===== config.mk =====
export PLATFORM = sky130hd
export DESIGN_NAME = rv32i_pipe_top
export DESIGN_NICKNAME = d
export VERILOG_FILES = /design/src/hw/rv32i_pkg.sv /design/src/hw/pipe_pkg.sv /design/src/hw/ctrl_rom.sv /design/src/hw/regfile.sv /design/src/hw/alu_cmp.sv /design/src/hw/dmem_fsm.sv /design/src/hw/datapath.sv /design/src/hw/rv32i_pipe_top.sv
export SDC_FILE = /design/constraint.sdc
export NUM_CORES = 2
export LEC_CHECK = 0
export BUFFER_PORTS_ARGS = -buffer_cell sky130_fd_sc_hd__clkbuf_2
export CAP_MARGIN = 10
export CORE_MARGIN = 3
export CORE_UTILIZATION = 40
export DETAILED_ROUTE_END_ITERATION = 10
export SETUP_SLACK_MARGIN = 0.4
export SKIP_CTS_REPAIR_TIMING = 1
export SLEW_MARGIN = 25
export SYNTH_ARGS = -nofsm -noshare
export SYNTH_HDL_FRONTEND = slang
export SYNTH_SLANG_ARGS = --single-unit

===== constraint.sdc =====
create_clock -name clk -period 5.85 [get_ports clk]
set_input_delay 1.17 -clock clk [delete_from_list [all_inputs] [get_ports clk]]
set_output_delay 1.17 -clock clk [all_outputs]
set_load 0.02 [all_outputs]

===== src/hw/rv32i_pkg.sv =====
`default_nettype none

package rv32i_pkg;

  // Major opcodes of the supported subset
  typedef enum logic [6:0] {
    opc_lui    = 7'b0110111,
    opc_auipc  = 7'b0010111,
    opc_jal    = 7'b1101111,
    opc_jalr   = 7'b1100111,
    opc_branch = 7'b1100011,
    opc_load   = 7'b0000011,
    opc_store  = 7'b0100011,
    opc_op_imm = 7'b0010011,
    opc_op     = 7'b0110011
  } opcode_t;

  typedef enum logic [2:0] {
    br_beq  = 3'b000,
    br_bne  = 3'b001,
    br_blt  = 3'b100,
    br_bge  = 3'b101,
    br_bltu = 3'b110,
    br_bgeu = 3'b111
  } branch_f3_t;

  typedef enum logic [2:0] {
    ld_lb  = 3'b000,
    ld_lh  = 3'b001,
    ld_lw  = 3'b010,
    ld_lbu = 3'b100,
    ld_lhu = 3'b101
  } load_f3_t;

  typedef enum logic [2:0] {
    st_sb = 3'b000,
    st_sh = 3'b001,
    st_sw = 3'b010
  } store_f3_t;

  // Register and immediate ALU operations
  typedef enum logic [2:0] {
    f3_add  = 3'b000,
    f3_sll  = 3'b001,
    f3_slt  = 3'b010,
    f3_sltu = 3'b011,
    f3_xor  = 3'b100,
    f3_sr   = 3'b101,
    f3_or   = 3'b110,
    f3_and  = 3'b111
  } arith_f3_t;

  typedef struct packed {
    logic [6:0] funct7;
    logic [4:0] rs2;
    logic [4:0] rs1;
    logic [2:0] funct3;
    logic [4:0] rd;
    opcode_t    opcode;
  } r_fmt_t;

  typedef struct packed {
    logic [11:0] imm;
    logic [4:0]  rs1;
    logic [2:0]  funct3;
    logic [4:0]  rd;
    opcode_t     opcode;
  } i_fmt_t;

  typedef struct packed {
    logic [6:0] imm_hi;
    logic [4:0] rs2;
    logic [4:0] rs1;
    logic [2:0] funct3;
    logic [4:0] imm_lo;
    opcode_t    opcode;
  } s_fmt_t;

  typedef struct packed {
    logic       imm12;
    logic [5:0] imm10_5;
    logic [4:0] rs2;
    logic [4:0] rs1;
    logic [2:0] funct3;
    logic [3:0] imm4_1;
    logic       imm11;
    opcode_t    opcode;
  } b_fmt_t;

  typedef struct packed {
    logic [19:0] imm;
    logic [4:0]  rd;
    opcode_t     opcode;
  } u_fmt_t;

  typedef struct packed {
    logic       imm20;
    logic [9:0] imm10_1;
    logic       imm11;
    logic [7:0] imm19_12;
    logic [4:0] rd;
    opcode_t    opcode;
  } j_fmt_t;

  // One fetched word seen in every format
  typedef union packed {
    r_fmt_t r_fmt;
    i_fmt_t i_fmt;
    s_fmt_t s_fmt;
    b_fmt_t b_fmt;
    u_fmt_t u_fmt;
    j_fmt_t j_fmt;
  } instr_u;

endpackage

`default_nettype wire


===== src/hw/pipe_pkg.sv =====
`default_nettype none

package pipe_pkg;

  typedef enum logic [3:0] {
    alu_add,
    alu_sub,
    alu_sll,
    alu_slt,
    alu_sltu,
    alu_xor,
    alu_srl,
    alu_sra,
    alu_or,
    alu_and,
    alu_pass_b
  } alu_op_t;

  typedef enum logic {
    a_rs1,
    a_pc
  } a_sel_t;

  typedef enum logic [2:0] {
    b_rs2,
    b_i_imm,
    b_s_imm,
    b_b_imm,
    b_u_imm,
    b_j_imm
  } b_sel_t;

  typedef enum logic [1:0] {
    wb_alu,
    wb_load,
    wb_pc4
  } wb_sel_t;

  // All-zero word is a bubble
  typedef struct packed {
    a_sel_t  a_sel;
    b_sel_t  b_sel;
    alu_op_t alu_op;
    logic    cmp_imm;
    logic    mem_read;
    logic    mem_write;
    logic    reg_write;
    wb_sel_t wb_sel;
    logic    is_branch;
    logic    is_jump;
  } ctrl_word_t;

  typedef struct packed {
    logic [31:0]       pc;
    rv32i_pkg::instr_u instr;
  } id_stage_t;

  typedef struct packed {
    logic [31:0]       pc;
    rv32i_pkg::instr_u instr;
    ctrl_word_t        ctrl;
    logic [31:0]       rs1;
    logic [31:0]       rs2;
  } ex_stage_t;

  // rs2 carries the store data into MEM
  typedef struct packed {
    logic [31:0]       pc;
    rv32i_pkg::instr_u instr;
    ctrl_word_t        ctrl;
    logic [31:0]       alu;
    logic [31:0]       rs2;
    logic              taken;
  } mem_stage_t;

  typedef struct packed {
    mem_stage_t  ms;
    logic [31:0] load_word;
  } wb_stage_t;

  typedef struct packed {
    logic [31:0] addr;
    logic [31:0] wdata;
    logic [3:0]  mbe;
    logic        read;
    logic        write;
  } dmem_req_t;

endpackage

`default_nettype wire


===== src/hw/ctrl_rom.sv =====
`timescale 1ns/1ps
`default_nettype none

module ctrl_rom (
  input  wire rv32i_pkg::opcode_t opcode,
  input  wire logic [2:0]         funct3,
  input  wire logic [6:0]         funct7,
  output pipe_pkg::ctrl_word_t    ctrl
);

  function automatic pipe_pkg::alu_op_t alu_decode(logic [2:0] f3, logic alt);
    pipe_pkg::alu_op_t op;
    case (rv32i_pkg::arith_f3_t'(f3))
      rv32i_pkg::f3_add:  op = alt ? pipe_pkg::alu_sub : pipe_pkg::alu_add;
      rv32i_pkg::f3_sll:  op = pipe_pkg::alu_sll;
      rv32i_pkg::f3_slt:  op = pipe_pkg::alu_slt;
      rv32i_pkg::f3_sltu: op = pipe_pkg::alu_sltu;
      rv32i_pkg::f3_xor:  op = pipe_pkg::alu_xor;
      rv32i_pkg::f3_sr:   op = alt ? pipe_pkg::alu_sra : pipe_pkg::alu_srl;
      rv32i_pkg::f3_or:   op = pipe_pkg::alu_or;
      default:            op = pipe_pkg::alu_and;
    endcase
    return op;
  endfunction

  always_comb begin
    ctrl = '0;
    case (opcode)
      rv32i_pkg::opc_lui: begin
        ctrl.b_sel     = pipe_pkg::b_u_imm;
        ctrl.alu_op    = pipe_pkg::alu_pass_b;
        ctrl.reg_write = 1'b1;
      end
      rv32i_pkg::opc_auipc: begin
        ctrl.a_sel     = pipe_pkg::a_pc;
        ctrl.b_sel     = pipe_pkg::b_u_imm;
        ctrl.reg_write = 1'b1;
      end
      rv32i_pkg::opc_jal: begin
        ctrl.a_sel     = pipe_pkg::a_pc;
        ctrl.b_sel     = pipe_pkg::b_j_imm;
        ctrl.reg_write = 1'b1;
        ctrl.wb_sel    = pipe_pkg::wb_pc4;
        ctrl.is_jump   = 1'b1;
      end
      rv32i_pkg::opc_jalr: begin
        ctrl.b_sel     = pipe_pkg::b_i_imm;
        ctrl.reg_write = 1'b1;
        ctrl.wb_sel    = pipe_pkg::wb_pc4;
        ctrl.is_jump   = 1'b1;
      end
      rv32i_pkg::opc_branch: begin
        // ALU forms the target, comparator decides
        ctrl.a_sel     = pipe_pkg::a_pc;
        ctrl.b_sel     = pipe_pkg::b_b_imm;
        ctrl.is_branch = 1'b1;
      end
      rv32i_pkg::opc_load: begin
        ctrl.b_sel     = pipe_pkg::b_i_imm;
        ctrl.mem_read  = 1'b1;
        ctrl.reg_write = 1'b1;
        ctrl.wb_sel    = pipe_pkg::wb_load;
      end
      rv32i_pkg::opc_store: begin
        ctrl.b_sel     = pipe_pkg::b_s_imm;
        ctrl.mem_write = 1'b1;
      end
      rv32i_pkg::opc_op_imm: begin
        // funct7 only qualifies the right shift here
        ctrl.b_sel     = pipe_pkg::b_i_imm;
        ctrl.alu_op    = alu_decode(funct3, funct7[5] && funct3 == 3'b101);
        ctrl.cmp_imm   = 1'b1;
        ctrl.reg_write = 1'b1;
      end
      rv32i_pkg::opc_op: begin
        ctrl.alu_op    = alu_decode(funct3, funct7[5]);
        ctrl.reg_write = 1'b1;
      end
      default: ctrl = '0;
    endcase
  end

endmodule

`default_nettype wire


===== src/hw/regfile.sv =====
`timescale 1ns/1ps
`default_nettype none

module regfile (
  input  wire logic        clk,
  input  wire logic        arst_n,
  input  wire logic        we,
  input  wire logic [4:0]  rd_addr,
  input  wire logic [4:0]  rs1_addr,
  input  wire logic [4:0]  rs2_addr,
  input  wire logic [31:0] rd_data,
  output logic      [31:0] rs1_data,
  output logic      [31:0] rs2_data
);

  logic [31:0] regs [32];

  always_ff @(posedge clk or negedge arst_n) begin
    if (!arst_n) begin
      for (int i = 0; i < 32; i++) begin
        regs[i] <= '0;
      end
    end else if (we && rd_addr != 5'd0) begin
      regs[rd_addr] <= rd_data;
    end
  end

  // Write-through so WB and ID can share a cycle
  always_comb begin
    if (rs1_addr == 5'd0) rs1_data = '0;
    else if (we && rd_addr == rs1_addr) rs1_data = rd_data;
    else rs1_data = regs[rs1_addr];

    if (rs2_addr == 5'd0) rs2_data = '0;
    else if (we && rd_addr == rs2_addr) rs2_data = rd_data;
    else rs2_data = regs[rs2_addr];
  end

endmodule

`default_nettype wire


===== src/hw/alu_cmp.sv =====
`timescale 1ns/1ps
`default_nettype none

module alu_cmp (
  input  wire pipe_pkg::alu_op_t     alu_op,
  input  wire logic [31:0]           a,
  input  wire logic [31:0]           b,
  input  wire rv32i_pkg::branch_f3_t cmp_op,
  input  wire logic [31:0]           cmp_a,
  input  wire logic [31:0]           cmp_b,
  output logic      [31:0]           result,
  output logic                       cmp_true
);

  always_comb begin
    case (cmp_op)
      rv32i_pkg::br_beq:  cmp_true = cmp_a == cmp_b;
      rv32i_pkg::br_bne:  cmp_true = cmp_a != cmp_b;
      rv32i_pkg::br_blt:  cmp_true = $signed(cmp_a) < $signed(cmp_b);
      rv32i_pkg::br_bge:  cmp_true = $signed(cmp_a) >= $signed(cmp_b);
      rv32i_pkg::br_bltu: cmp_true = cmp_a < cmp_b;
      rv32i_pkg::br_bgeu: cmp_true = cmp_a >= cmp_b;
      default:            cmp_true = 1'b0;
    endcase
  end

  always_comb begin
    case (alu_op)
      pipe_pkg::alu_add:    result = a + b;
      pipe_pkg::alu_sub:    result = a - b;
      pipe_pkg::alu_sll:    result = a << b[4:0];
      pipe_pkg::alu_srl:    result = a >> b[4:0];
      pipe_pkg::alu_sra:    result = $unsigned($signed(a) >>> b[4:0]);
      pipe_pkg::alu_xor:    result = a ^ b;
      pipe_pkg::alu_or:     result = a | b;
      pipe_pkg::alu_and:    result = a & b;
      // Set-less-than reuses the comparator
      pipe_pkg::alu_slt,
      pipe_pkg::alu_sltu:   result = {31'd0, cmp_true};
      pipe_pkg::alu_pass_b: result = b;
      default:              result = '0;
    endcase
  end

endmodule

`default_nettype wire


===== src/hw/dmem_fsm.sv =====
`timescale 1ns/1ps
`default_nettype none

module dmem_fsm (
  input  wire logic               clk,
  input  wire logic               arst_n,
  input  wire pipe_pkg::dmem_req_t mem_req,
  output pipe_pkg::dmem_req_t     dcache_req,
  input  wire logic               dcache_resp,
  input  wire logic [31:0]        dcache_rdata,
  output logic                    stall,
  output logic      [31:0]        load_data
);

  typedef enum logic [1:0] {
    st_idle,
    st_wait,
    st_done
  } state_t;

  state_t      state_q;
  state_t      state_d;
  logic [31:0] load_q;
  logic        access;

  assign access = mem_req.read || mem_req.write;

  always_comb begin
    state_d = state_q;
    case (state_q)
      st_idle: if (access) state_d = st_wait;
      st_wait: if (dcache_resp) state_d = st_done;
      default: state_d = st_idle;
    endcase
  end

  always_ff @(posedge clk or negedge arst_n) begin
    if (!arst_n) state_q <= st_idle;
    else state_q <= state_d;
  end

  always_ff @(posedge clk) begin
    if (state_q == st_wait && dcache_resp) load_q <= dcache_rdata;
  end

  // Request is only live while waiting, done lets the access retire
  always_comb begin
    dcache_req       = mem_req;
    dcache_req.read  = mem_req.read && state_q == st_wait;
    dcache_req.write = mem_req.write && state_q == st_wait;
  end

  assign stall     = (state_q == st_idle && access) || state_q == st_wait;
  assign load_data = load_q;

endmodule

`default_nettype wire


===== src/hw/datapath.sv =====
`timescale 1ns/1ps
`default_nettype none

module datapath #(
  parameter logic [31:0] RESET_PC = 32'h0000_0000
) (
  input  wire logic        clk,
  input  wire logic        arst_n,
  output logic      [31:0] icache_addr,
  input  wire logic [31:0] icache_rdata,
  output pipe_pkg::dmem_req_t mem_req,
  input  wire logic        stall,
  input  wire logic [31:0] load_data
);

  logic [31:0]            pc_q;
  logic [31:0]            next_pc;
  logic                   flush;
  pipe_pkg::id_stage_t    id_q;
  pipe_pkg::ex_stage_t    ex_q;
  pipe_pkg::mem_stage_t   mem_q;
  pipe_pkg::wb_stage_t    wb_q;

  pipe_pkg::ctrl_word_t   id_ctrl;
  logic [31:0]            rs1_val;
  logic [31:0]            rs2_val;

  logic [31:0]            imm_i;
  logic [31:0]            imm_s;
  logic [31:0]            imm_b;
  logic [31:0]            imm_u;
  logic [31:0]            imm_j;
  logic [31:0]            alu_a;
  logic [31:0]            alu_b;
  logic [31:0]            cmp_b;
  rv32i_pkg::branch_f3_t  cmp_op;
  logic [31:0]            alu_result;
  logic                   cmp_true;
  logic                   ex_taken;

  logic [1:0]             wb_off;
  logic [7:0]             wb_byte;
  logic [15:0]            wb_half;
  logic [31:0]            load_ext;
  logic [31:0]            wb_data;

  // IF
  assign icache_addr = {pc_q[31:2], 2'b00};
  assign flush       = mem_q.taken;
  assign next_pc     = flush ? {mem_q.alu[31:1], 1'b0} : pc_q + 32'd4;

  // ID
  ctrl_rom ctrl_rom_i (
    .opcode (id_q.instr.r_fmt.opcode),
    .funct3 (id_q.instr.r_fmt.funct3),
    .funct7 (id_q.instr.r_fmt.funct7),
    .ctrl   (id_ctrl)
  );

  regfile regfile_i (
    .clk      (clk),
    .arst_n   (arst_n),
    .we       (wb_q.ms.ctrl.reg_write),
    .rd_addr  (wb_q.ms.instr.r_fmt.rd),
    .rs1_addr (id_q.instr.r_fmt.rs1),
    .rs2_addr (id_q.instr.r_fmt.rs2),
    .rd_data  (wb_data),
    .rs1_data (rs1_val),
    .rs2_data (rs2_val)
  );

  // EX immediates, one view of the union per format
  assign imm_i = {{20{ex_q.instr.i_fmt.imm[11]}}, ex_q.instr.i_fmt.imm};
  assign imm_s = {{20{ex_q.instr.s_fmt.imm_hi[6]}}, ex_q.instr.s_fmt.imm_hi,
                  ex_q.instr.s_fmt.imm_lo};
  assign imm_b = {{19{ex_q.instr.b_fmt.imm12}}, ex_q.instr.b_fmt.imm12,
                  ex_q.instr.b_fmt.imm11, ex_q.instr.b_fmt.imm10_5,
                  ex_q.instr.b_fmt.imm4_1, 1'b0};
  assign imm_u = {ex_q.instr.u_fmt.imm, 12'h000};
  assign imm_j = {{11{ex_q.instr.j_fmt.imm20}}, ex_q.instr.j_fmt.imm20,
                  ex_q.instr.j_fmt.imm19_12, ex_q.instr.j_fmt.imm11,
                  ex_q.instr.j_fmt.imm10_1, 1'b0};

  always_comb begin
    alu_a = (ex_q.ctrl.a_sel == pipe_pkg::a_pc) ? ex_q.pc : ex_q.rs1;
    case (ex_q.ctrl.b_sel)
      pipe_pkg::b_i_imm: alu_b = imm_i;
      pipe_pkg::b_s_imm: alu_b = imm_s;
      pipe_pkg::b_b_imm: alu_b = imm_b;
      pipe_pkg::b_u_imm: alu_b = imm_u;
      pipe_pkg::b_j_imm: alu_b = imm_j;
      default:           alu_b = ex_q.rs2;
    endcase
    cmp_b = ex_q.ctrl.cmp_imm ? imm_i : ex_q.rs2;
    // slt and sltu borrow the signed and unsigned less-than compare
    if (ex_q.ctrl.is_branch) cmp_op = rv32i_pkg::branch_f3_t'(ex_q.instr.b_fmt.funct3);
    else if (ex_q.ctrl.alu_op == pipe_pkg::alu_sltu) cmp_op = rv32i_pkg::br_bltu;
    else cmp_op = rv32i_pkg::br_blt;
  end

  alu_cmp alu_cmp_i (
    .alu_op   (ex_q.ctrl.alu_op),
    .a        (alu_a),
    .b        (alu_b),
    .cmp_op   (cmp_op),
    .cmp_a    (ex_q.rs1),
    .cmp_b    (cmp_b),
    .result   (alu_result),
    .cmp_true (cmp_true)
  );

  assign ex_taken = ex_q.ctrl.is_jump || (ex_q.ctrl.is_branch && cmp_true);

  // MEM store alignment
  always_comb begin
    mem_req.addr  = {mem_q.alu[31:2], 2'b00};
    mem_req.read  = mem_q.ctrl.mem_read;
    mem_req.write = mem_q.ctrl.mem_write;
    case (rv32i_pkg::store_f3_t'(mem_q.instr.s_fmt.funct3))
      rv32i_pkg::st_sb: begin
        mem_req.wdata = mem_q.rs2 << {mem_q.alu[1:0], 3'b000};
        mem_req.mbe   = 4'b0001 << mem_q.alu[1:0];
      end
      rv32i_pkg::st_sh: begin
        mem_req.wdata = mem_q.rs2 << {mem_q.alu[1:0], 3'b000};
        mem_req.mbe   = 4'b0011 << mem_q.alu[1:0];
      end
      rv32i_pkg::st_sw: begin
        mem_req.wdata = mem_q.rs2;
        mem_req.mbe   = 4'b1111;
      end
      default: begin
        mem_req.wdata = '0;
        mem_req.mbe   = 4'b0000;
      end
    endcase
  end

  // WB load extension
  always_comb begin
    wb_off  = wb_q.ms.alu[1:0];
    wb_byte = wb_q.load_word[{wb_off, 3'b000} +: 8];
    wb_half = wb_off[1] ? wb_q.load_word[31:16] : wb_q.load_word[15:0];
    case (rv32i_pkg::load_f3_t'(wb_q.ms.instr.i_fmt.funct3))
      rv32i_pkg::ld_lb:  load_ext = {{24{wb_byte[7]}}, wb_byte};
      rv32i_pkg::ld_lbu: load_ext = {24'd0, wb_byte};
      rv32i_pkg::ld_lh:  load_ext = {{16{wb_half[15]}}, wb_half};
      rv32i_pkg::ld_lhu: load_ext = {16'd0, wb_half};
      default:           load_ext = wb_q.load_word;
    endcase
    case (wb_q.ms.ctrl.wb_sel)
      pipe_pkg::wb_load: wb_data = load_ext;
      pipe_pkg::wb_pc4:  wb_data = wb_q.ms.pc + 32'd4;
      default:           wb_data = wb_q.ms.alu;
    endcase
  end

  // PC and stage registers, frozen as a whole on stall
  always_ff @(posedge clk or negedge arst_n) begin
    if (!arst_n) begin
      pc_q  <= RESET_PC;
      id_q  <= '0;
      ex_q  <= '0;
      mem_q <= '0;
      wb_q  <= '0;
    end else if (!stall) begin
      pc_q <= next_pc;
      if (flush) begin
        id_q  <= '0;
        ex_q  <= '0;
        mem_q <= '0;
      end else begin
        id_q.pc     <= pc_q;
        id_q.instr  <= icache_rdata;
        ex_q.pc     <= id_q.pc;
        ex_q.instr  <= id_q.instr;
        ex_q.ctrl   <= id_ctrl;
        ex_q.rs1    <= rs1_val;
        ex_q.rs2    <= rs2_val;
        mem_q.pc    <= ex_q.pc;
        mem_q.instr <= ex_q.instr;
        mem_q.ctrl  <= ex_q.ctrl;
        mem_q.alu   <= alu_result;
        mem_q.rs2   <= ex_q.rs2;
        mem_q.taken <= ex_taken;
      end
      wb_q.ms        <= mem_q;
      wb_q.load_word <= load_data;
    end
  end

endmodule

`default_nettype wire


===== src/hw/rv32i_pipe_top.sv =====
`timescale 1ns/1ps
`default_nettype none

module rv32i_pipe_top #(
  parameter logic [31:0] RESET_PC = 32'h0000_0000
) (
  input  wire logic        clk,
  input  wire logic        arst_n,
  output logic      [31:0] icache_addr,
  input  wire logic [31:0] icache_rdata,
  output pipe_pkg::dmem_req_t dcache_req,
  input  wire logic        dcache_resp,
  input  wire logic [31:0] dcache_rdata
);

  pipe_pkg::dmem_req_t mem_req;
  logic                stall;
  logic [31:0]         load_data;

  datapath #(
    .RESET_PC (RESET_PC)
  ) datapath_i (
    .clk          (clk),
    .arst_n       (arst_n),
    .icache_addr  (icache_addr),
    .icache_rdata (icache_rdata),
    .mem_req      (mem_req),
    .stall        (stall),
    .load_data    (load_data)
  );

  dmem_fsm dmem_fsm_i (
    .clk          (clk),
    .arst_n       (arst_n),
    .mem_req      (mem_req),
    .dcache_req   (dcache_req),
    .dcache_resp  (dcache_resp),
    .dcache_rdata (dcache_rdata),
    .stall        (stall),
    .load_data    (load_data)
  );

endmodule

`default_nettype wire


After elaboration in Yosys (flattened, before gate mapping)
Index checks and enable logic that the tools add are counted.
Cells by class
  add/sub/neg operators: 4
  magnitude comparators: 8
  equality and inequality tests: 49
  shift operators: 7
  mux-type cells: 47
  bitwise gates (word level): 6
  reduce and logical (&&, ||, !) cells: 29
Operators by type and width (count)
  bitwise mux 1024 bit: 1
  2-to-1 mux 32 bit: 12
  binary-select mux 32 bit (select 5 bit): 2
  case mux 32 bit (10 select lines): 1
  demux 32 bit (select 5 bit): 1
  case mux 32 bit (5 select lines): 1
  2-to-1 mux 145 bit: 1
  2-to-1 mux 144 bit: 1
  case mux 32 bit (4 select lines): 1
  case mux 36 bit (3 select lines): 1
  adder 32 x 3 -> 32 bit (second input constant): 2
  >= comparator 32 bit: 2
  < comparator 32 bit: 2
  2-to-1 mux 64 bit: 1
  case mux 32 bit (2 select lines): 1
  left shift 32 x 5 -> 32 bit: 2
  case mux 4 bit (7 select lines): 2
  == test 3 bit (second input constant): 11
  adder 32 bit: 1
  bitwise AND 32 bit: 1
  == test 32 bit: 1
  != test 32 bit: 1
  bitwise OR 32 bit: 1
  variable part select 32 x 6 -> 8 bit: 1
  other kinds (43): 99
Storage, ports and cells
  bits in registers: 1529

Logic depth before layout (Yosys ltp)
  word-level depth: 8
  gate-level depth with buffers: 24
  mapped depth without buffers: 19

Modules after synthesis
From an unflattened synthesis, not the netlist that was laid out.
Unflattened totals
  cells, all modules: 7619
  area total of the unflattened synthesis: 87968.1 um^2
Modules (own cells, without submodules)
  regfile: times used 1, cells an instance 3866, area an instance 55169.2 um^2
  datapath: times used 1, cells an instance 2416, area an instance 22341.4 um^2
  alu_cmp: times used 1, cells an instance 1181, area an instance 8612.0 um^2
  dmem_fsm: times used 1, cells an instance 110, area an instance 1571.5 um^2
  ctrl_rom: times used 1, cells an instance 46, area an instance 274.0 um^2

Worst setup path after synthesis
OpenSTA, ideal clock, no wires.
  path type: register to register
  from: register datapath_i.ex_q[76] (netlist bit)
  to: register datapath_i.mem_q (netlist bit datapath_i.mem_req[69])
  setup time: 0.132 ns
  arrival time: 5.097 ns
  data required time: 5.718 ns
  slack: 0.621 ns
  stages on the path, launching flop included: 23
  period minus slack after synthesis: 5.229 ns
  cell sequence: dfrtp_1 -> buf_6 -> mux2_1 -> a211o_1 -> inv_1 -> buf_2 -> buf_2 -> buf_1 -> ha_1 -> nand4_1 -> nor4b_4 -> a21oi_1 -> xor2_1 -> ha_1 -> a211o_1 -> a211oi_1 -> nor3_1 -> o31ai_1 -> nand2_1 -> o41ai_1 -> a21oi_1 -> xnor2_1 -> o211ai_2
On the way
  cells in the longest elaborated chain, start to end: 5
  elaborated cells between the ends (all ways): 16
  those cells by class: 2 x add/sub; 5 x eq/ne; 3 x shift; 3 x mux; 3 x bitwise
RTL lines
  start: declaration: line datapath.sv:20  | pipe_pkg::ex_stage_t ex_q;
  == test 3 bit, or another cell as far along: line datapath.sv:86  | case (ex_q.ctrl.b_sel)
  case mux 32 bit (5 select lines) (*): line datapath.sv:86
  subtractor 32 bit, or another cell as far along: line alu_cmp.sv:30  | pipe_pkg::alu_sub: result = a - b;
  case mux 32 bit (10 select lines) (*): line alu_cmp.sv:28  | case (alu_op)
  2-to-1 mux 145 bit (*): line datapath.sv:168  | if (flush) begin
  end: declaration: line datapath.sv:21  | pipe_pkg::mem_stage_t mem_q;
Mark *: on every way between the ends. The rest lies on a longest branch, timed or not.
A chain may end at the register's enable or synchronous reset.

Worst setup path in the final report
  from: register datapath_i.ex_q[78] (netlist bit)
  to: register datapath_i.mem_q (netlist bit datapath_i.mem_req[64])
Same word-level chain as after synthesis.

==> metrics.md <==
| Metric | Value |
|---|---|
| CP max-delay cell | `dfrtp_2` |
| Detail Route Antenna Nets | `0` |
| Most instantiated library cell after synthesis | `nand2_1` |
| Type of origin of the critical path | `flop` |
| Routed vias | `67,330` |
| YS warnings | `0` |
| Core footprint | `208,000 um2` |
| Req. time, crit path | `6530 ps` |
| Final Hold Fails | `0` |
| Most common cell on crit path | `buf_4` |
| Gpl congestion | `1.01` |
| DR iter-0 viols | `7,889` |
| DIE AREA | `215,000 um2` |
| Final worst-path cycle share | `90.6%` |
| Ys flop type | `dfrtp_1` |
| Area leader, netlist | `dfrtp_1` |
| CTS Root Buffer Type | `clkbuf_16` |
| GR Util All Layers | `29.6%` |
| Crit-path max FO | `11` |
| Die X | `464 um` |
| Most frequent cells after synthesis | `2,050 x nand2_1, 1,473 x dfrtp_1, 1,398 x o21ai_0, 652 x mux4_2, 643 x clkbuf_1` |
| First-pass GRT wire length | `469,000 um` |
| Setup_tns | `0 ps` |
| I/O Buffers | `164` |
| Pwr dens | `627 nW/um2` |
| Synth top area share | `43.9%` |
| Mapped cell area | `84,000 um2` |
| Sink Count | `1,505` |
| NumNets Final | `8,193` |
| Vias in the first global route | `65,516` |
| Critical Path Max Stage Delay | `500 ps` |
| Detailed Place HPWL | `213,000 um` |
| Cell count after synthesis | `8,245` |
| Total gr overflow | `0` |
| Slew Viols, Final | `0` |
| Crit Path Class | `reg2reg` |
| Syn_area_per_cell | `10.2 um2` |
| Status | `completed` |
| Max-Cap Viols | `0` |
| WHS | `310 ps` |
| Fin crit period | `5300 ps` |
| Max clock buf depth | `3` |
| Skew-Pair Late Insertion Delay | `840 ps` |
| Worst-margin pin slew | `1130 ps` |
| Fmax | `189 MHz` |
| Initial antenna violation count | `15` |
| Top-level port count | `169` |
| Pwr Total | `58.6 mW` |
| Leak | `40.3 nW` |
| Endpoints failing setup | `0` |
| Wirelength, routed | `323,000 um` |
| Critical path, cell by cell | `mux2i_1, a22o_2, buf_4, inv_6, nor3_4, buf_4, nor2_1, xnor2_1, ha_1, buf_4, o21ai_0, o21bai_1, a21oi_1, o21ai_1, a221oi_1, buf_4, o221ai_1, a211o_1, a31oi_1, xor2_1, o211ai_1` |
| CTS tree | `done` |
| Max_slew headroom | `24.4%` |
| Synth Register Bits | `1,505` |
| Critical path arrival | `5980 ps` |
| H-tree depth | `4` |
| DR DRC count | `0` |
| Share of cells above drive strength 1 | `18.3%` |
| Largest net degree at the start of global routing | `218` |
| Via density | `6.17` |
| HP Class | `in2async` |
| Yosys cell types | `101` |
| Initial Util | `40.4%` |
| Number of buffers created by CTS | `168` |
| Drt wl/cell | `29.6 um` |
| P&R area growth vs syn | `11.2%` |
| TritonRoute pass-1 iters | `6` |
| Rows | `167` |
| Die Height | `464 um` |
| Worst VDD drop | `0.642 mV` |
| Area contributors post-synth | `dfrtp_1 44%, mux4_2 17%, nand2_1 9.2%` |
| Post-synth EDFFs | `32` |
| Part of the Yosys area used for sequential elements | `45.0%` |
| Worst Setup End Kind | `flop` |
| Reg clk slew, reported paths | `60 ps` |
| RSZ-0062 raised after global routing | `false` |
| Clk_skew | `38.3 ps` |
| FFs w/ async S/R, synth | `97.9%` |
## metal layers
metal  global-route usage, %  part of all wire, %
met1                    39.1                   40
met2                    46.5                   46
met3                    5.64                  7.9
met4                    15.4                  6.1
met5                       0                0.016
## worst max-delay path, delay by kind of cell (launching register included)
family	cells	cell delay, ps
buffers and inverters	5	830
AND/OR/NAND/NOR	2	230
flip-flops	1	500
adder cells (fa/ha/maj)	1	320
AO/OA/AOI/OAI	10	2490
multiplexers	1	430
XOR/XNOR	2	330
## layout by cell type, fill, tap and decap left out, types with 19 or more instances in the layout
cell type     n
nand2b_1     25
clkbuf_8     35
mux4_2      652
clkbuf_2    163
inv_1       111
clkbuf_1     47
nand4_1      21
a32o_1       66
buf_4       210
clkinv_2     19
buf_12       34
and2_1       25
a22oi_1      31
o221ai_1     42
xor2_1       38
nor2_1      182
nand2_4      23
a211oi_1     46
xnor2_1      58
a21oi_1     212
nor3_1       32
a31oi_1      45
edfxtp_1     32
a21o_1       35
and3_1       36
dfrtp_1    1459
a221oi_1     39
mux2i_1     206
ha_1        130
o21ai_0    1373
nand2_1    2018
o211ai_1     38
nand3_1      77
clkbuf_16   173
## flip-flops by register name, summed over array words and instances, names as in the netlist
register                   cells
datapath_i.ex_q              136
datapath_i.flush               1
datapath_i.id_q               64
datapath_i.mem_q              77
datapath_i.mem_req            31
datapath_i.pc_q               31
datapath_i.regfile_i.regs   1024
datapath_i.wb_off              2
datapath_i.wb_q              105
dmem_fsm_i.load_data          32
dmem_fsm_i.state_q             2
## path summary, 6_finish.rpt
path | end | slack, ps | startpoint | depth (start not counted)
max in group asynchronous | datapath_i.wb_q[10] | 3950 | arst_n | 3
setup / recovery | datapath_i.mem_req[64] | 550 | datapath_i.ex_q[78] | 21
hold reg to reg | datapath_i.regfile_i.regs[993] | 390 | datapath_i.regfile_i.regs[993] | 0
min in group clk | datapath_i.regfile_i.regs[993] | 390 | datapath_i.regfile_i.regs[993] | 0
hold / removal | datapath_i.regfile_i.regs[953] | 310 | arst_n | 1
setup reg to reg | datapath_i.mem_req[64] | 550 | datapath_i.ex_q[78] | 21
## where the power goes
part | leakage, nW | internal [mW] | switching [mW]
clock network | 2.73 | 6.26 | 4.55
logic | 17.1 | 11.8 | 19.5
registers | 20.4 | 13.0 | 3.42
total | 40.3 | 31.1 | 27.5
## kinds of logic (layout without fill, tap and decap cells)
| family | count (synthesis) | in the layout | synth area share, % |
|---|---|---|---|
| buf+inv | 954 | 833 | 4.76 |
| flops | 1505 | 1505 | 45.0 |
| mux | 877 | 877 | 20.2 |
| other cells | 1 | 10 | 0.00447 |
| simple gates | 2542 | 2542 | 12.2 |
| fa+ha+maj | 131 | 131 | 1.96 |
| compound gates | 2139 | 2139 | 14.8 |
| xor+xnor | 96 | 96 | 1.00 |
## area by class of cell
| class | count | area (um2) |
|---|---|---|
| antenna | 6 | 15.0 |
| clock buffer | 255 | 4990 |
| clock inverter | 47 | 613 |
| inverter | 118 | 453 |
| tap | 2788 | 3490 |
| fill | 19439 | 115000 |
| multi-input combinational | 5789 | 42700 |
| timing repair buffer | 413 | 3200 |
| sequential | 1505 | 37900 |
## metrics by stage
step / cells / instance area (um2) / worst slack (ps) / util, %
floorplan: 8248 / 84000 / 621 / -
global placement: 10606 / 87500 / 340 / 42.1
detailed placement: 10608 / 87600 / 467 / 42.1
CTS: 10910 / 93200 / 435 / 44.8
global route: 10915 / 93400 / 379 / 44.9
finish: 10921 / 93400 / 548 / 44.9
(Power assumes the default switching activity.)
